### src/ulpi_pkg.sv
package ulpi_pkg;

  // Line-state timer limits, in ulpi_clk cycles at 60 MHz
  localparam int RESET_TIME   = 190000;  // ~3 ms of SE0
  localparam int SUSPEND_TIME = 190000;  // ~3 ms of J
  localparam int SWITCH_TIME  = 6000;    // ~100 us settle

  localparam int TIMER_W = 18;

  // Register write commands (0x80 | address)
  localparam logic [7:0] REG_WRITE_OTG_CTRL  = 8'h8A;
  localparam logic [7:0] REG_WRITE_FUNC_CTRL = 8'h84;

  localparam logic [7:0] OTG_CTRL_INIT = 8'h00;  // No pulldowns, no VBUS drive
  // SuspendM=1, OpMode normal, TermSelect=1, XcvrSelect=FS
  localparam logic [7:0] FUNC_CTRL_FS  = 8'b0_1_0_00_1_01;

  localparam logic [3:0] TX_CMD_PREFIX = 4'b0100;  // Transmit, PID in low nibble

  localparam logic [1:0] LINE_SE0 = 2'b00;
  localparam logic [1:0] LINE_J   = 2'b01;

  localparam logic [1:0] RX_ACTIVE_CODE = 2'b01;

  typedef enum logic [3:0] {
    ST_INIT            = 4'h0,
    ST_WRITE_REGA      = 4'h1,
    ST_WRITE_REGD      = 4'h2,
    ST_STP             = 4'h3,
    ST_SWITCH_FS_START = 4'h4,
    ST_SWITCH_FS       = 4'h5,
    ST_IDLE            = 4'h6,
    ST_TX              = 4'h7,
    ST_TX_LAST         = 4'h8,
    ST_RESET           = 4'h9,
    ST_SUSPEND         = 4'hA
  } link_state_e;

  // RX CMD byte as sent by the PHY
  typedef struct packed {
    logic [1:0] alt_int;
    logic [1:0] rx_event;
    logic [1:0] vbus_state;
    logic [1:0] line_state;
  } rx_cmd_t;

  // Same byte is packet data or an RX CMD, depending on nxt
  typedef union packed {
    logic [7:0] raw;
    rx_cmd_t    cmd;
  } ulpi_byte_u;

  typedef struct packed {
    logic dir_q;
    logic rx_cmd;     // PHY drives, nxt low
    logic rx_data;    // PHY drives, nxt high
    logic link_owns;  // dir low now and last cycle
  } bus_phase_t;

  typedef struct packed {
    logic [7:0] data;
    logic       last;
  } stream_beat_t;

  typedef struct packed {
    logic [1:0] line_state;
    logic       vbus_valid;
    logic       reset_seen;
    logic       suspend_seen;
  } line_status_t;

endpackage

### src/ulpi_line_monitor.sv
`timescale 1ns/1ps

module ulpi_line_monitor import ulpi_pkg::*; (
  input  logic         ulpi_clk,
  input  logic         rst_n,
  input  ulpi_byte_u   ulpi_data_i,
  input  logic         ulpi_dir_i,
  input  logic         ulpi_nxt_i,
  input  logic         timer_clr_i,
  output bus_phase_t   phase_o,
  output line_status_t status_o
);

  logic               dir_q;
  logic [1:0]         line_q;
  logic               vbus_q;
  logic [TIMER_W-1:0] timer_q;
  logic               line_change;

  always_ff @(posedge ulpi_clk) begin
    if (!rst_n) begin
      dir_q <= 1'b0;
    end else begin
      dir_q <= ulpi_dir_i;
    end
  end

  // Turnaround cycles fall in none of the three classes
  assign phase_o.dir_q     = dir_q;
  assign phase_o.rx_cmd    = dir_q && ulpi_dir_i && !ulpi_nxt_i;
  assign phase_o.rx_data   = dir_q && ulpi_dir_i && ulpi_nxt_i;
  assign phase_o.link_owns = !dir_q && !ulpi_dir_i;

  assign line_change = phase_o.rx_cmd && (ulpi_data_i.cmd.line_state != line_q);

  always_ff @(posedge ulpi_clk) begin
    if (!rst_n) begin
      line_q <= LINE_SE0;
      vbus_q <= 1'b0;
    end else if (phase_o.rx_cmd) begin
      line_q <= ulpi_data_i.cmd.line_state;
      vbus_q <= ulpi_data_i.cmd.vbus_state == 2'b11;  // Only VbusValid counts
    end
  end

  // Time since the last line-state change
  always_ff @(posedge ulpi_clk) begin
    if (!rst_n) begin
      timer_q <= '0;
    end else if (line_change || timer_clr_i) begin
      timer_q <= '0;
    end else if (timer_q != '1) begin
      timer_q <= timer_q + 1'b1;  // Saturates so a long state stays seen
    end
  end

  assign status_o.line_state   = line_q;
  assign status_o.vbus_valid   = vbus_q;
  assign status_o.reset_seen   = (line_q == LINE_SE0) && (timer_q > TIMER_W'(RESET_TIME));
  assign status_o.suspend_seen = (line_q == LINE_J) && (timer_q > TIMER_W'(SUSPEND_TIME));

  // A long line state is only reported while the line stands still
  long_state_stable_a: assert property (
    @(posedge ulpi_clk) disable iff (!rst_n)
    (status_o.reset_seen || status_o.suspend_seen) |-> $stable(line_q)
  );

endmodule

### src/ulpi_rx_path.sv
`timescale 1ns/1ps

module ulpi_rx_path import ulpi_pkg::*; (
  input  logic         ulpi_clk,
  input  logic         rst_n,
  input  ulpi_byte_u   ulpi_data_i,
  input  logic         ulpi_dir_i,
  input  bus_phase_t   phase_i,
  input  logic         rx_ready_i,
  output logic         rx_valid_o,
  output stream_beat_t rx_beat_o,
  output logic         rx_overflow_o
);

  logic       in_pkt_q;   // Hold register has a byte
  logic [7:0] hold_q;
  logic [7:0] out_data_q;
  logic       out_last_q;
  logic       pkt_end;

  // End of packet: RxActive dropped in an RX CMD, or PHY released the bus
  assign pkt_end = in_pkt_q &&
                   ((phase_i.rx_cmd && ulpi_data_i.cmd.rx_event != RX_ACTIVE_CODE) ||
                    (phase_i.dir_q && !ulpi_dir_i));

  always_ff @(posedge ulpi_clk) begin
    if (!rst_n) begin
      in_pkt_q   <= 1'b0;
      rx_valid_o <= 1'b0;
      out_last_q <= 1'b0;
    end else if (phase_i.rx_data) begin
      in_pkt_q   <= 1'b1;
      rx_valid_o <= in_pkt_q;  // First byte only fills the hold register
      out_last_q <= 1'b0;
    end else if (pkt_end) begin
      in_pkt_q   <= 1'b0;
      rx_valid_o <= 1'b1;
      out_last_q <= 1'b1;
    end else begin
      rx_valid_o <= 1'b0;
      out_last_q <= 1'b0;
    end
  end

  always_ff @(posedge ulpi_clk) begin
    if (phase_i.rx_data) begin
      hold_q <= ulpi_data_i.raw;
    end
    if ((phase_i.rx_data && in_pkt_q) || pkt_end) begin
      out_data_q <= hold_q;
    end
  end

  always_ff @(posedge ulpi_clk) begin
    if (!rst_n) begin
      rx_overflow_o <= 1'b0;
    end else if (rx_valid_o && !rx_ready_i) begin
      rx_overflow_o <= 1'b1;  // Sticky until reset
    end
  end

  assign rx_beat_o.data = out_data_q;
  assign rx_beat_o.last = out_last_q;

  // Hold register is empty after the last beat
  quiet_after_last_a: assert property (
    @(posedge ulpi_clk) disable iff (!rst_n)
    (rx_valid_o && rx_beat_o.last) |=> !rx_valid_o
  );

endmodule

### src/ulpi_link_fsm.sv
`timescale 1ns/1ps

module ulpi_link_fsm import ulpi_pkg::*; (
  input  logic         ulpi_clk,
  input  logic         rst_n,
  input  logic         ulpi_dir_i,
  input  logic         ulpi_nxt_i,
  input  bus_phase_t   phase_i,
  input  line_status_t status_i,
  input  logic         tx_valid_i,
  input  stream_beat_t tx_beat_i,
  input  logic         rx_ready_i,
  output logic [7:0]   ulpi_data_o,
  output logic         ulpi_stp_o,
  output logic         tx_ready_o,
  output logic         timer_clr_o,
  output logic         usb_reset_o,
  output logic         usb_idle_o,
  output logic         usb_suspend_o
);

  link_state_e        state_q;
  link_state_e        ret_q;       // State after a register write
  logic [7:0]         reg_data_q;
  stream_beat_t       buf_q;
  logic               buf_valid_q;
  logic               buf_load;
  logic [TIMER_W-1:0] settle_q;
  logic [1:0]         line_q;
  logic               line_moved;

  assign timer_clr_o   = state_q == ST_SWITCH_FS_START;
  assign usb_idle_o    = state_q == ST_IDLE;
  assign usb_suspend_o = state_q == ST_SUSPEND;

  assign line_moved = status_i.line_state != line_q;

  // Catch the beat that arrives while the PHY stalls
  assign buf_load = phase_i.link_owns && state_q == ST_TX && !ulpi_nxt_i &&
                    tx_valid_i && tx_ready_o && !buf_valid_q;

  // Settle time after the switch to full speed, restarted on line changes
  always_ff @(posedge ulpi_clk) begin
    if (!rst_n) begin
      settle_q <= '0;
      line_q   <= LINE_SE0;
    end else begin
      line_q <= status_i.line_state;
      if (state_q != ST_SWITCH_FS || line_moved) begin
        settle_q <= '0;
      end else if (settle_q != '1) begin
        settle_q <= settle_q + 1'b1;
      end
    end
  end

  always_ff @(posedge ulpi_clk) begin
    if (!rst_n) begin
      state_q     <= ST_INIT;
      ret_q       <= ST_INIT;
      ulpi_data_o <= 8'h00;
    end else if (phase_i.link_owns) begin
      case (state_q)
        ST_INIT: begin
          state_q     <= ST_WRITE_REGA;
          ret_q       <= ST_SWITCH_FS_START;
          ulpi_data_o <= REG_WRITE_OTG_CTRL;
          reg_data_q  <= OTG_CTRL_INIT;
        end
        ST_SWITCH_FS_START: begin
          state_q     <= ST_WRITE_REGA;
          ret_q       <= ST_SWITCH_FS;
          ulpi_data_o <= REG_WRITE_FUNC_CTRL;
          reg_data_q  <= FUNC_CTRL_FS;
        end
        ST_WRITE_REGA: begin
          if (ulpi_nxt_i) begin  // Command taken, data next
            state_q     <= ST_WRITE_REGD;
            ulpi_data_o <= reg_data_q;
          end
        end
        ST_WRITE_REGD: begin
          if (ulpi_nxt_i) begin
            state_q     <= ST_STP;
            ulpi_data_o <= 8'h00;
          end
        end
        ST_STP: begin
          state_q <= ret_q;
        end
        ST_SWITCH_FS: begin
          if (settle_q >= TIMER_W'(SWITCH_TIME - 1)) begin
            state_q <= ST_IDLE;
          end
        end
        ST_IDLE: begin
          if (status_i.reset_seen) begin
            state_q <= ST_RESET;
          end else if (status_i.suspend_seen) begin
            state_q <= ST_SUSPEND;
          end else if (tx_valid_i) begin
            ulpi_data_o <= {TX_CMD_PREFIX, tx_beat_i.data[3:0]};  // PID as TX CMD
            state_q     <= tx_beat_i.last ? ST_TX_LAST : ST_TX;
          end
        end
        ST_TX: begin
          if (ulpi_nxt_i) begin
            if (buf_valid_q) begin
              ulpi_data_o <= buf_q.data;
              state_q     <= buf_q.last ? ST_TX_LAST : ST_TX;
            end else if (tx_valid_i) begin
              ulpi_data_o <= tx_beat_i.data;
              state_q     <= tx_beat_i.last ? ST_TX_LAST : ST_TX;
            end else begin
              ulpi_data_o <= 8'h00;  // Source ran dry
            end
          end
        end
        ST_TX_LAST: begin
          if (ulpi_nxt_i) begin
            state_q     <= ST_STP;
            ret_q       <= ST_IDLE;
            ulpi_data_o <= 8'h00;
          end
        end
        ST_RESET: begin
          if (status_i.line_state != LINE_SE0) begin
            state_q <= ST_IDLE;
          end
        end
        ST_SUSPEND: begin
          if (status_i.line_state != LINE_J) begin
            state_q <= ST_IDLE;  // Resume on K or SE0
          end
        end
        default: begin
          state_q     <= ST_INIT;
          ulpi_data_o <= 8'h00;
        end
      endcase
    end
  end

  // TX flow control and hold buffer
  always_ff @(posedge ulpi_clk) begin
    if (!rst_n || !phase_i.link_owns) begin
      buf_valid_q <= 1'b0;
      tx_ready_o  <= 1'b0;
    end else begin
      case (state_q)
        ST_IDLE: begin
          buf_valid_q <= 1'b0;
          tx_ready_o  <= !(status_i.reset_seen || status_i.suspend_seen) &&
                         !(tx_valid_i && tx_beat_i.last);
        end
        ST_TX: begin
          if (ulpi_nxt_i) begin
            buf_valid_q <= 1'b0;
            if (buf_valid_q) begin
              tx_ready_o <= !buf_q.last;
            end else begin
              tx_ready_o <= tx_valid_i && !tx_beat_i.last;
            end
          end else begin
            if (buf_load) begin
              buf_valid_q <= 1'b1;
            end
            tx_ready_o <= 1'b0;
          end
        end
        default: begin
          buf_valid_q <= 1'b0;
          tx_ready_o  <= 1'b0;
        end
      endcase
    end
  end

  always_ff @(posedge ulpi_clk) begin
    if (buf_load) begin
      buf_q <= tx_beat_i;
    end
  end

  always_ff @(posedge ulpi_clk) begin
    if (!rst_n) begin
      ulpi_stp_o <= 1'b0;
    end else if (phase_i.link_owns) begin
      ulpi_stp_o <= (state_q == ST_WRITE_REGD || state_q == ST_TX_LAST) && ulpi_nxt_i;
    end else begin
      ulpi_stp_o <= phase_i.dir_q && ulpi_dir_i && !rx_ready_i;  // Abort RX
    end
  end

  always_ff @(posedge ulpi_clk) begin
    if (!rst_n) begin
      usb_reset_o <= 1'b0;
    end else if (phase_i.link_owns) begin
      if (state_q == ST_RESET) begin
        usb_reset_o <= 1'b1;
      end else if (state_q == ST_IDLE) begin
        usb_reset_o <= 1'b0;
      end
    end
  end

  idle_data_zero_a: assert property (
    @(posedge ulpi_clk) disable iff (!rst_n)
    (state_q == ST_IDLE) |-> (ulpi_data_o == 8'h00)
  );

  stp_single_cycle_a: assert property (
    @(posedge ulpi_clk) disable iff (!rst_n)
    (phase_i.link_owns && ulpi_stp_o) |=> !ulpi_stp_o
  );

endmodule

### src/usb_ulpi.sv
`timescale 1ns/1ps

module usb_ulpi import ulpi_pkg::*; (
  input  logic         rst_n,
  input  logic         ulpi_clk,

  // ULPI PHY
  input  logic [7:0]   ulpi_data_i,
  input  logic         ulpi_dir_i,
  input  logic         ulpi_nxt_i,
  output logic [7:0]   ulpi_data_o,
  output logic         ulpi_stp_o,
  output logic         ulpi_reset_o,

  // TX stream, first beat carries the PID
  input  logic         tx_valid_i,
  input  stream_beat_t tx_beat_i,
  output logic         tx_ready_o,

  // RX stream
  output logic         rx_valid_o,
  output stream_beat_t rx_beat_o,
  input  logic         rx_ready_i,

  output logic         rx_overflow_o,
  output logic         usb_vbus_valid_o,
  output logic         usb_reset_o,
  output logic         usb_idle_o,
  output logic         usb_suspend_o
);

  bus_phase_t   phase;
  line_status_t status;
  logic         timer_clr;

  assign ulpi_reset_o     = rst_n;
  assign usb_vbus_valid_o = status.vbus_valid;

  ulpi_line_monitor u_line (
    .ulpi_clk    (ulpi_clk),
    .rst_n       (rst_n),
    .ulpi_data_i (ulpi_data_i),
    .ulpi_dir_i  (ulpi_dir_i),
    .ulpi_nxt_i  (ulpi_nxt_i),
    .timer_clr_i (timer_clr),
    .phase_o     (phase),
    .status_o    (status)
  );

  ulpi_rx_path u_rx (
    .ulpi_clk      (ulpi_clk),
    .rst_n         (rst_n),
    .ulpi_data_i   (ulpi_data_i),
    .ulpi_dir_i    (ulpi_dir_i),
    .phase_i       (phase),
    .rx_ready_i    (rx_ready_i),
    .rx_valid_o    (rx_valid_o),
    .rx_beat_o     (rx_beat_o),
    .rx_overflow_o (rx_overflow_o)
  );

  ulpi_link_fsm u_fsm (
    .ulpi_clk      (ulpi_clk),
    .rst_n         (rst_n),
    .ulpi_dir_i    (ulpi_dir_i),
    .ulpi_nxt_i    (ulpi_nxt_i),
    .phase_i       (phase),
    .status_i      (status),
    .tx_valid_i    (tx_valid_i),
    .tx_beat_i     (tx_beat_i),
    .rx_ready_i    (rx_ready_i),
    .ulpi_data_o   (ulpi_data_o),
    .ulpi_stp_o    (ulpi_stp_o),
    .tx_ready_o    (tx_ready_o),
    .timer_clr_o   (timer_clr),
    .usb_reset_o   (usb_reset_o),
    .usb_idle_o    (usb_idle_o),
    .usb_suspend_o (usb_suspend_o)
  );

endmodule

### config.mk
export PLATFORM = sky130hd
export DESIGN_NAME = usb_ulpi
export DESIGN_NICKNAME = d
export VERILOG_FILES = /design/src/ulpi_pkg.sv /design/src/ulpi_line_monitor.sv /design/src/ulpi_rx_path.sv /design/src/ulpi_link_fsm.sv /design/src/usb_ulpi.sv
export SDC_FILE = /design/constraint.sdc
export NUM_CORES = 1
export LEC_CHECK = 0
export BUFFER_PORTS_ARGS = -buffer_cell sky130_fd_sc_hd__buf_4
export CAP_MARGIN = 10
export CORE_MARGIN = 3
export CORE_UTILIZATION = 35
export DETAILED_ROUTE_END_ITERATION = 10
export GPL_ROUTABILITY_DRIVEN = 1
export PLACE_DENSITY = 0.59
export REMOVE_ABC_BUFFERS = 1
export SLEW_MARGIN = 20
export SYNTH_ARGS = -nofsm -noshare
export SYNTH_HDL_FRONTEND = slang
export SYNTH_HIERARCHICAL = 1
export SYNTH_SLANG_ARGS = --single-unit
### constraint.sdc
create_clock -name ulpi_clk -period 3 [get_ports ulpi_clk]
set_clock_uncertainty 0.15 [all_clocks]
set_input_delay 0.3 -clock ulpi_clk [delete_from_list [all_inputs] [get_ports ulpi_clk]]
set_output_delay 0.3 -clock ulpi_clk [all_outputs]
set_load 0.03 [all_outputs]
== Word-level counts from Yosys, hierarchy flattened ==
Cells that the tools add are included.

* Flip-flop bits (word level): 99
* Latch bits: 0
* RAM bits: 0
* Memory bits (read-only): 0
* Input port bits: 23
* Word-level logic and storage cells: 152
* Memories: 0

* $add $sub $neg: 2
* Multipliers: 0
* Divide/modulo/power cells: 0
* $lt $le $gt $ge: 2
* Equal/unequal tests: 29
* Shifts and indexed selects: 0
* Muxes and demuxes: 35
* Bitwise operators: 3
* Reduce and logical (&&, ||, !) cells: 59

{| class="wikitable"
|+ Operator list
! operator !! number
|-
| 8-bit 2-to-1 mux || 8
|-
| 8-bit one-hot mux with 7 select lines || 1
|-
| 4-bit 2-to-1 mux || 13
|-
| 18-bit by 1-bit adder with 18-bit output (second input constant) || 2
|-
| 18-bit != test (second input constant) || 2
|-
| 4-bit one-hot mux with 9 select lines || 1
|-
| 1-bit logical AND || 22
|-
| 18-bit by 13-bit >= comparator with 1-bit output (second input constant) || 1
|-
| 18-bit greater-than comparator (second input constant) || 1
|-
| 4-bit by 3-bit == test with 1-bit output (second input constant) || 4
|-
| 8-bit one-hot mux with 2 select lines || 1
|-
| 4-bit == test (second input constant) || 3
|-
| 2-bit by 1-bit != test with 1-bit output (second input constant) || 6
|-
| 2-bit != test (second input constant) || 6
|-
| 4-bit one-hot mux with 3 select lines || 1
|-
| 1-bit logical NOT || 11
|-
| 2-bit OR reduction || 5
|-
| 1-bit 2-to-1 mux || 9
|-
| 4-bit by 2-bit == test with 1-bit output (second input constant) || 2
|-
| 8-bit AND reduction || 1
|-
| 2-bit nonzero test || 4
|-
| 1-bit logical OR || 7
|-
| 7-bit AND reduction || 1
|-
| 3-bit AND reduction || 2
|-
| 13 further kinds || 16
|}

== Longest topological paths before layout ==
Gate-level depths: netlist of the first run.

* Depth after elaboration: 7
* Depth in mapped cells: 12

== Modules after synthesis ==
Netlist of the first run, hierarchy kept.

{| class="wikitable"
|+ Modules (own cells, without submodules)
! module !! times used !! cells an instance !! area each (um2)
|-
| ulpi_link_fsm || 1 || 309 || 2782.7
|-
| ulpi_line_monitor || 1 || 146 || 1217.4
|-
| ulpi_rx_path || 1 || 33 || 659.4
|-
| usb_ulpi || 1 || 1 || 7.5
|}

== Worst setup path before layout of the first run ==
Ideal clock, no wire load.

* Path type: flip-flop to flip-flop
* Start: register u_line.timer_q[5]
* End: register u_fsm.ulpi_data_o[6]
* Library setup time: 0.123 ns
* Data arrival time: 2.104 ns
* Slack: 0.623 ns
* Stages on the path, launching flop included: 11
* Buffers on the path: 1
* Path through: dfxtp_1 > a2111oi_0 > o21a_1 > o21a_1 > nor4b_1 > nor3b_1 > o21ai_1 > a2bb2oi_2 > and2_1 > buf_6 > mux2i_1

{| class="wikitable"
|+ RTL lines
! what !! line !! source
|-
| from (decl) || ulpi_line_monitor.sv:17 || <nowiki>logic [TIMER_W-1:0] timer_q;</nowiki>
|-
| from (signal assigned) || ulpi_line_monitor.sv:53 || <nowiki>timer_q <= timer_q + 1'b1;</nowiki>
|-
| to (signal assigned) || ulpi_link_fsm.sv:79 || <nowiki>ulpi_data_o <= reg_data_q;</nowiki>
|-
| to (signal assigned) || ulpi_link_fsm.sv:102 || <nowiki>ulpi_data_o <= {TX_CMD_PREFIX, tx_beat_i.data[3:0]};</nowiki>
|-
| to (signal assigned) || ulpi_link_fsm.sv:109 || <nowiki>ulpi_data_o <= buf_q.data;</nowiki>
|-
| to (decl) || ulpi_link_fsm.sv:13 || <nowiki>output logic [7:0] ulpi_data_o,</nowiki>
|}

==> results of run 1 <==
-- layout make-up --
| cell class | count | area, um2 |
|---|---|---|
| Fill cell | 1255 | 7170 |
| Multi-Input combinational cell | 355 | 2350 |
| Clock inverter | 7 | 97.6 |
| Inverter | 14 | 52.6 |
| Clock buffer | 9 | 225 |
| Timing Repair Buffer | 79 | 636 |
| Sequential cell | 91 | 2080 |
| Tap cell | 172 | 215 |
-- flip-flops by register name (all words and copies together) (netlist names) --
signal and count:
u_fsm/buf_q 9, u_fsm/buf_valid_q 1, u_fsm/line_q 2, u_fsm/reg_data_q 1, u_fsm/ret_q 3, u_fsm/settle_q 18, u_fsm/state_q 4, u_fsm/tx_ready_o 1
u_fsm/ulpi_data_o 8, u_fsm/ulpi_stp_o 1, u_fsm/usb_reset_o 1, u_line/dir_q 1, u_line/line_q 2, u_line/timer_q 18, u_line/vbus_q 1, u_rx/hold_q 8
u_rx/in_pkt_q 1, u_rx/out_data_q 8, u_rx/out_last_q 1, u_rx/rx_overflow_o 1, u_rx/rx_valid_o 1
-- per-stage QoR --
step	power [uW]	hold WS [ns]	setup WS [ns]	util, %
2_1_floorplan	1520	0.229	-0.00229	-
3_3_place_gp	1630	0.250	0.401	40.3
3_5_place_dp	1630	0.256	0.334	40.3
4_1_cts	2880	0.00153	0.324	44.0
5_1_grt	2980	0.0554	0.0913	44.1
6_report	2850	0.0549	0.378	44.1
-- cell families after synthesis --
family	count (synthesis)
muxes	13
AOI/OAI and AO/OA	109
adders and majority gates	3
and+or+nand+nor	211
DFF	91
buffers and inverters	43
xor gates and xnor gates	19
-- how the worst max path moves through the flow --
stage,to,slack (ns),depth (start not counted)
6_report,u_fsm/ulpi_data_o[4]$_SDFFE_PN0P_,0.38,9
5_1_grt,u_fsm/ulpi_data_o[4]$_SDFFE_PN0P_,0.09,11
4_1_cts,u_fsm/ulpi_data_o[4]$_SDFFE_PN0P_,0.32,11
3_5_place_dp,u_fsm/ulpi_data_o[4]$_SDFFE_PN0P_,0.33,11
3_3_place_gp,u_fsm/ulpi_data_o[6]$_SDFFE_PN0P_,0.40,11
2_1_floorplan,u_fsm/state_q[0]$_SDFFE_PN0P_,-0.002,5
-- timing repair --
| item | 4_1_cts | 5_1_grt |
|---|---|---|
| hold endpoints to repair | 16 | 1 |
| hold buffers | 16 | 1 |
| setup endpoints to repair | 0 | 2 |
| resized for setup | 0 | 1 |
-- synth_stat cells, types with 5 or more instances --
master,count
edfxtp_1,26
and3_1,6
nor2b_1,8
o31ai_1,5
nand4_1,15
or4_1,5
dfxtp_1,65
nor3_1,16
nand2b_1,6
clkbuf_1,9
o21a_1,5
o21ai_0,20
inv_1,14
a31oi_1,6
mux2i_1,13
nor4_1,7
nor2_1,38
a21boi_0,5
and4_1,5
o21ai_1,6
xor2_1,10
nor3b_1,6
buf_4,6
buf_2,6
xnor2_1,8
buf_6,6
a21oi_1,20
nand2_1,38
nand3_1,24
-- per-layer routing --
layer  wire [um]  global-route usage, %
met5           0                      0
met4         157                   4.90
met3         498                   4.06
met2        4890                   24.0
met1        5220                   20.8
-- worst reg2reg max path, delay by kind of cell, from the launching register on --
family / cells / cell delay, ns
flip-flops: 1 / 0.37
AND/OR/NAND/NOR: 3 / 0.62
multiplexers: 1 / 0.20
AO/OA/AOI/OAI: 5 / 1.21
-- report_power, final --
group          switching [uW]  internal (uW)
Clock                     488            734
Sequential               33.8           1290
Combinational             170            135
==> run metrics, run 1 <==
CP top delay family=compound AO/OA/AOI/OAI gates; Critical Path AT=2.75 ns; P_leak=0.00196 uW; Synth Area in Simple Gates=26.7%; first-pass GRT wire length=roughly 18000 um; Cells after Synth=between 400 and 500; worst hold path class=primary input to register; reg2reg setup slack=0.38 ns; FMAX=381 MHz; mean routed wirelength per cell=14.8 um; post-synthesis adder-cell area fraction=less than 1%; placed wire-length estimate=7550 um; Worst-path clk slew=0.07 ns; Die Span Y=121 um; CP Max Fanout=8; R2R Path End=u_fsm/ulpi_data_o[4]$_SDFFE_PN0P_; Yosys cell types=74; Post-synth ARST share=0%; Post-Place Cells=approximately 690; drt via density=5.35; drt total wl=10800 um; most frequent cells in the layout=65 x dfxtp_1, 62 x buf_4, 38 x nand2_1, 38 x nor2_1, 26 x edfxtp_1; diodes inserted=0; Synth-to-Final Area Change=21.2%; largest net degree at the start of global routing=39; clock latency on the worst-skew pair=0.35 ns; worst vdd ir=roughly 240 uV; max_cap viols=0; FF-to-FF path depth=9; IO Count=between 40 and 50; Max Slew Vio Count=0; Synth Flop Type=dfxtp_1; Req. time, crit path=3.13 ns; Initial DRC Count=324; # Post-CTS Setup Buffers=0; CTS tree=done; Rows=41; final setup violation count=0; Total GRT Usage=15.4%; WHS Endpoint=u_line/dir_q$_SDFF_PN0_; crit share post-route=around 90%; CTS Buf Count=9; Core Area=about 13000 um2; Nets=576; Worst setup SP type=register; mux cell area share after synthesis=about 2.8%; Synth Area in Compound Gates=16.2%; final cell count without fillers=727; Hold Crit Depth=2; worst slew pin tran=1.02 ns; Max-slew headroom=31.5%; slowest CP cell=a2111oi_0; most common cell after layout, fill and taps aside=dfxtp_1; most frequent CP cell=o21a_1; share of cells above drive strength 1=19.1%; post-route ant nets=0; DR pass1 iterations=5; Syn Area/Cell=9.54 um2; root buffer cell=clkbuf_16; # port buffers=48; reg2reg start=u_line/timer_q[5]$_SDFFE_PP0P_; Hold Crit Start=ulpi_dir_i; Yosys top cell by area=dfxtp_1; Die Area=between 10000 and 15000 um2; status=finished clean; vias in the first global route=3651; GRT overflow=0; YS warnings=6; post-route DRC violation count=0; largest family of logic cells by synthesized area=simple AND/OR/NAND/NOR gates; Worst path max stage delay=0.49 ns; clk sinks=91; Setup CP Type=register to register; RSZ-0062 raised after global routing=no; crit path launch=u_line/timer_q[5]$_SDFFE_PP0P_; Pwr Density=roughly 500 nW/um2; EDFF count, synth=26; area of the mapped netlist=4670 um2; routed vias=3886; CP Capture Type=register; gp weighted congestion=0.887; post-synth top area share=27.9%; Hold Violations, Final=0; Area contributors post-synth=dfxtp_1 28%, edfxtp_1 17%, nand2_1 3.1%; H-tree depth=3; placed inst area=approximately 5200 um2; Synth Area in XOR/XNOR=between 3 and 4%; chip width=121 um; critical path cell sequence=a2111oi_0 -> o21a_1 -> o21a_1 -> nor4b_1 -> nor3b_1 -> o21ai_1 -> a2bb2oi_2 -> and2_2 -> mux2i_1; post-route minimum period=2.62 ns; setup TNS=0 ns; initial antenna violation count=0; design area=5660 um2; #FFs+latches synth=91; Crit path buffers/inverters=0; Initial Utilization=36.4%; Seq/Total Area, Yosys=between 40 and 50%; CTS max path bufs=2
(Power assumes the default switching activity.)
==> inputs of run 2 (changes only) <==
--- a/config.mk
+++ b/config.mk
@@ -16,5 +16,4 @@
 export SLEW_MARGIN = 20
 export SYNTH_ARGS = -nofsm -noshare
 export SYNTH_HDL_FRONTEND = slang
-export SYNTH_HIERARCHICAL = 1
 export SYNTH_SLANG_ARGS = --single-unit
==> run 2 against run 1 <==
- largest cell class unchanged
- combinational power is 17% lower
- critical path depth is 5 lower
- worst hold slack worse by 0.034 ns
- sequential power about the same
- register-to-register slack better by 0.26 ns
==> run metrics, run 2 <==
CP Capture Type=primary output; Die Span Y=117 um (-3.3%); Syn Area/Cell=9.24 um2 (-3.2%); most common cell in the netlist=dfxtp_1; largest family of logic cells by synthesized area=simple AND/OR/NAND/NOR gates; initial antenna violation count=0 (unchanged); Total GRT Usage=14.8% (-0.53 points); root buffer cell=clkbuf_16; largest net degree at the start of global routing=23 (-41%); clk sinks=91 (unchanged); share of cells above drive strength 1=16.0% (-3.1 points); area of the mapped netlist=4350 um2 (-6.8%); most frequent cells in the layout=65 x dfxtp_1, 60 x nor2_1, 59 x buf_4; Synth Area in Simple Gates=24.2% (-2.5 points); drt via density=5.11 (-4.4%); Synth Flop Type=dfxtp_1; Nets=558 (-3.1%); post-route DRC violation count=0 (unchanged); reg2reg start=u_fsm.state_q[1]$_SDFFE_PN0P_; grt met3 use=4.18% (+0.12 points); H-tree depth=3 (unchanged); gp weighted congestion=0.813 (-8.3%); Die Area=13800 um2 (-6.5%); FMAX=411 MHz (+7.7%); GR peak layer=met2; Seq/Total Area, Yosys=47.9% (+3.2 points); Post-synth ARST share=0% (unchanged); CTS max path bufs=2 (unchanged); routed vias=3604 (-7.3%); diodes inserted=0 (unchanged); placed inst area=4900 um2 (-5.1%); chip width=117 um (-3.3%); Max-slew headroom=54.0% (+22 points); mean routed wirelength per cell=14.0 um (-5.5%); most common cell after layout, fill and taps aside=dfxtp_1; CTS Buf Count=9 (unchanged); Pwr Density=513 nW/um2 (+1.8%); Setup CP Type=register to primary output; worst vdd ir=251 uV (+5.2%); Hold-fix buffers, CTS=15 (-1); IO Count=49 (unchanged); post-synth top area share=29.9% (+2.0 points); post-route ant nets=0 (unchanged); P_leak=0.00192 uW (-1.9%); crit path launch=u_fsm.state_q[1]$_SDFFE_PN0P_; YS warnings=0 (-6); R2R Path End=u_fsm.ulpi_data_o[7]$_SDFFE_PN0P_; Yosys cell types=65 (-12%); status=finished clean; Max Slew Vio Count=0 (unchanged); CP Max Fanout=22 (+14); met2 Use GR=24.0% (+0.052 points); max_cap viols=0 (unchanged); final setup violation count=0 (unchanged); setup TNS=0 ns (unchanged); Hold Crit Depth=1 (-1); GRT overflow=0 (unchanged); crit share post-route=81.1% (-6.3 points); post-CTS sizing=0 (unchanged); Synth Area in Compound Gates=15.2% (-1.1 points); mux cell area share after synthesis=2.33% (-0.46 points); Hold Violations, Final=0 (unchanged); min setup slack post-route=0.566 ns (+0.188 ns); met1 GRT Util=19.5% (-1.3 points); top cells by count, synth=65 x dfxtp_1, 60 x nor2_1, 39 x nand2_1; RSZ-0062 raised after global routing=no; WHS Endpoint=u_rx.hold_q[0]$_DFFE_PP_; Yosys top cell by area=dfxtp_1; Synth-to-Final Area Change=23.3%; Area contributors post-synth=dfxtp_1 30%, edfxtp_1 18%, nor2_1 5.2%; #FFs+latches synth=91 (unchanged); Fill cells=1166 (-7.1%); post-synthesis adder-cell area fraction=0.863% (+0.059 points); Hold Crit Start=ulpi_data_i[0]; Initial DRC Count=278 (-14%); placed wire-length estimate=6890 um (-8.7%); Core Area=12100 um2 (-6.0%); clock latency on the worst-skew pair=0.35 ns (about the same); drt total wl=9870 um (-8.4%); worst slew pin tran=0.689 ns (-0.329 ns); Post-Place Setup Slack=0.670 ns (+0.336 ns); reg2reg setup slack=0.64 ns (+0.26 ns); Req. time, crit path=2.55 ns (-0.58 ns); Top Registers=u_fsm.settle_q x18, u_line.timer_q x18, u_fsm.buf_q x9; vias in the first global route=3460 (-5.2%); worst hold path class=primary input to register; design area=5360 um2 (-5.2%); Worst setup SP type=register; Worst-path clk slew=0.07 ns (about the same); EDFF count, synth=26 (unchanged); CTS tree=done; DR pass1 iterations=4 (-1); Rows=40 (-2.4%); Critical Path AT=1.98 ns (-0.77 ns); FF-to-FF path depth=6 (-3); post-route minimum period=2.43 ns (-0.188 ns); # Post-CTS Setup Buffers=0 (unchanged); first-pass GRT wire length=16900 um (-6.6%); Initial Utilization=36.1% (-0.32 points); # port buffers=48 (unchanged); Synth Area in XOR/XNOR=6.24% (+2.5 points); Cells after Synth=471 (-3.7%)
-- run 2: logic make-up (layout without fill, tap and decap cells) --
logic type	count (synthesis)	in the layout
xor+xnor	31	31
simple gates	205	205
flops	91	91
buf+inv	35	101
compound gates	96	96
fa+ha+maj	3	3
mux	10	10
-- run 2: worst max path at each step --
stage                                                   end  cells past startpoint  slack [ns]
final                                            usb_idle_o                      4        0.57
after global routing                             usb_idle_o                      4        0.36
after CTS                                        usb_idle_o                      4        0.55
after detailed placement  u_fsm.ulpi_data_o[5]$_SDFFE_PN0P_                      6        0.67
after global placement    u_fsm.ulpi_data_o[0]$_SDFFE_PN0P_                      6        0.72
after floorplan           u_fsm.ulpi_data_o[0]$_SDFFE_PN0P_                      6        0.69
-- run 2: layer usage --
layer / vias to the layer above / part of all wire, %
met1: 1692 / 47
met4: 0 / 1.2
li1: 1825 / -
met3: 8 / 4.2
met5: - / 0
met2: 79 / 48
-- run 2: worst max-delay path, cell delays in order, from the launching register on --
cell	delay [ns]
dfxtp_1	0.77
nand2b_1	0.14
or2_2	0.36
inv_1	0.18
buf_4	0.19
-- run 2: final cells by class --
class | count | area (um2) | area share (%)
Clock buffer | 12 | 258 | 4.81
Multi-Input combinational cell | 345 | 2120 | 39.6
Clock inverter | 4 | 56.3 | 1.05
Sequential cell | 91 | 2080 | 38.8
Timing Repair Buffer | 74 | 593 | 11.1
Tap cell | 168 | 210 | 3.92
Inverter | 11 | 41.3 | 0.770
-- run 2: metrics by stage --
stage	hold WS (ns)	utilization, %	std cells	total power [uW]
after global placement	0.250	40.6	674	1580
after CTS	0.00959	44.5	705	2790
after floorplan	0.229	-	447	1480
after detailed placement	0.260	40.6	674	1580
final	0.0214	44.5	705	2750
after global routing	0.0130	44.5	705	2870
-- run 2: report_power, final --
| group | total (uW) | internal (uW) | switching, uW |
|---|---|---|---|
| Sequential | 1310 | 1290 | 26.0 |
| Clock | 1180 | 703 | 481 |
| Combinational | 253 | 120 | 134 |
| Total | 2750 | 2110 | 641 |
==> inputs of run 3 (changes only) <==
==> constraint.sdc (replaced) <==
create_clock -name ulpi_clk -period 2.3 [get_ports ulpi_clk]
set_clock_uncertainty 0.15 [all_clocks]
set_input_delay 0.23 -clock ulpi_clk [delete_from_list [all_inputs] [get_ports ulpi_clk]]
set_output_delay 0.23 -clock ulpi_clk [all_outputs]
set_load 0.03 [all_outputs]
==> run 3 against run 2 <==
- die area did not move
- non-clock buffer count rose by 25
- utilization increased by 1.4 points
- critical path depth grew 2
- first-iteration DRC count is 30% higher
- design area up 3.2%
- sequential share of layout area fell by 1.1 points
- power grew 25%
- sequential cell count unchanged
- sequential power increased by 31%
- worst setup slack worse by 0.42 ns
- final cell count is 3.5% higher
- highest routed layer unchanged
==> run metrics, run 3 (synthesis results as in run 2) <==
initial antenna violation count=0 (unchanged); sw frac=24.8% (+1.5 points); Post-Place Setup Slack=0.0717 ns (-0.598 ns); Core Area=12100 um2 (unchanged); Switch Pwr=852 uW (+33%); CTS tree=done; crit share post-route=93.8%; Max Slew Vio Count=0 (unchanged); RSZ-0062 raised after global routing=no; Fill cells=1126 (-3.4%); Hold Crit Depth=2 (+1); post-route DRC violation count=0 (unchanged); Req. time, crit path=2.38 ns (-0.17 ns); slowest CP cell=or4_4; most common cell after layout, fill and taps aside=buf_4; DR pass1 iterations=4 (unchanged); most frequent cells in the layout=81 x buf_4, 63 x dfxtp_1, 59 x nor2_1; mean routed wirelength per cell=13.8 um (-1.7%); vias in the first global route=3437 (-0.66%); Hold Violations, Final=0 (unchanged); # port buffers=48 (unchanged); CP Max Fanout=7 (-68%); R2R Path End=u_fsm.state_q[1]$_SDFFE_PN0P_; placed wire-length estimate=7040 um (+2.2%); CTS max path bufs=2 (unchanged); Int Power=2590 uW (+23%); Worst path max stage delay=0.53 ns (-0.24 ns); status=finished clean; first-pass GRT wire length=17000 um (+0.57%); design area=5530 um2 (+3.2%); Total GRT Usage=14.8% (about the same); largest net degree at the start of global routing=37 (+61%); min setup slack post-route=0.142 ns (-0.424 ns); Pwr Density=621 nW/um2 (+21%); FF-to-FF path depth=6 (unchanged); Rows=40 (unchanged); GRT overflow=0 (unchanged); Nets=583 (+4.5%); Die Area=13800 um2 (unchanged); FF/Latch Area=2080 um2 (+0.12%); Crit path buffers/inverters=0 (-2); root buffer cell=clkbuf_16; max_cap viols=0 (unchanged); total power draw=3440 uW (+25%); placed inst area=5060 um2 (+3.4%); share of cells above drive strength 1=20.1% (+4.1 points); drt total wl=10100 um (+1.8%); P_leak=0.00202 uW (+5.2%); Synth-to-Final Area Change=27.2%; CTS Buf Count=9 (unchanged); critical path cell sequence=or4_4 -> nor4_4 -> o21ai_2 -> and4_4 -> or3_1 -> a22o_1; reg2reg setup slack=0.14 ns (-0.50 ns); Die Span Y=117 um (unchanged); drt via density=5.07 (-0.88%); clock power share=40.1% (-3.0 points); gp weighted congestion=0.908 (+12%); clock latency on the worst-skew pair=0.34 ns (about the same); Max-slew headroom=56.9% (+2.9 points); Worst-path clk slew=0.07 ns (about the same); CP Capture Type=register; post-route ant nets=0 (unchanged); clk sinks=91 (unchanged); worst slew pin tran=0.641 ns (-0.0481 ns); chip width=117 um (unchanged); Initial Utilization=36.1% (unchanged); Setup CP Type=register to register; worst vdd ir=431 uV (+72%); IO Count=49 (unchanged); post-route minimum period=2.16 ns; sequential power share=49.6% (+1.9 points); final core utilization=45.9% (+1.4 points); # Post-CTS Setup Buffers=0 (unchanged); FMAX=463 MHz; Top Registers=u_fsm.settle_q x18, u_line.timer_q x18, u_fsm.buf_q x9; WHS Endpoint=u_fsm.buf_valid_q$_SDFFE_PP0P_; Initial DRC Count=362 (+30%); worst hold path class=primary input to register; H-tree depth=3 (unchanged); routed vias=3699 (+2.6%); diodes inserted=0 (unchanged); Critical Path AT=2.24 ns (+0.26 ns); Worst setup SP type=register; reg2reg start=u_line.timer_q[11]$_SDFFE_PP0P_; CP top delay family=simple AND/OR/NAND/NOR gates; final setup violation count=0 (unchanged); Comb pwr share=10.3% (+1.1 points); Hold Crit Start=ulpi_nxt_i; area of the multi-input gates=2130 um2 (+0.41%)
run 3: cell types whose count changed in the layout (fill, tap and decap cells not counted), sizes merged:
| cell | before | now |
|---|---|---|
| dlygate4sd3 | 15 | 18 |
| clkinv | 3 | 2 |
| inv | 11 | 12 |
| buf | 59 | 81 |
| bufinv | 1 | 0 |
| clkbuf | 12 | 10 |
| clkinvlp | 0 | 3 |
run 3: metrics by stage:
step	hold slack, ns	cells	TNS (ns)
after floorplan	0.159	447	-0.0578
after global placement	0.251	696	0
after detailed placement	0.255	696	0
after CTS	0.0204	730	0
after global routing	0.0390	730	0
final	0.0408	730	0
run 3: worst max path at each step:
stage / start / to / cells past startpoint
2_1_floorplan: u_fsm.state_q[3]$_SDFFE_PN0P_ / u_fsm.ulpi_data_o[0]$_SDFFE_PN0P_ / 6
3_3_place_gp: u_line.timer_q[11]$_SDFFE_PP0P_ / u_fsm.state_q[1]$_SDFFE_PN0P_ / 6
3_5_place_dp: u_line.timer_q[11]$_SDFFE_PP0P_ / u_fsm.state_q[1]$_SDFFE_PN0P_ / 6
4_1_cts: u_fsm.state_q[2]$_SDFFE_PN0P_ / usb_idle_o / 6
5_1_grt: u_fsm.state_q[0]$_SDFFE_PN0P_ / u_fsm.state_q[3]$_SDFFE_PN0P_ / 6
6_report: u_line.timer_q[11]$_SDFFE_PP0P_ / u_fsm.state_q[1]$_SDFFE_PN0P_ / 6
run 3: timing repair:
item	in CTS	in global routing
gates resized for setup	0	5
hold buffers	18	0
setup endpoints to repair	0	13
endpoints found under the hold margin	18	0
run 3: metal layers:
layer | routed length (um) | vias to the layer above | GRT usage [%]
met1 | 4990 | 1731 | 20.6
met3 | 395 | 16 | 3.65
met2 | 4460 | 77 | 22.3
li1 | - | 1875 | -
met5 | 0 | - | 0
met4 | 197 | 0 | 5.86
run 3: power by group through the flow:
stage	sequential (uW)	combinational (uW)	clock, uW
after floorplan	1770	152	0
after global placement	1740	323	0
after detailed placement	1740	327	0
after CTS	1700	352	1420
after global routing	1710	390	1490
final	1710	353	1380
run 3: area by class of cell:
cell class / count / area share [%]
inverters: 11 / 0.746
clock inverters: 6 / 0.882
clock buffers: 10 / 4.14
multi-input cells: 345 / 38.5
well taps: 168 / 3.80
flip-flops and latches: 91 / 37.7
repair buffers: 99 / 14.2
run 3: worst register-to-register path, delay by kind of cell, from the launching register on:
kind | cells | cell delay [ns]
AO/OA/AOI/OAI | 2 | 0.32
flip-flops | 1 | 0.34
AND/OR/NAND/NOR | 4 | 1.24
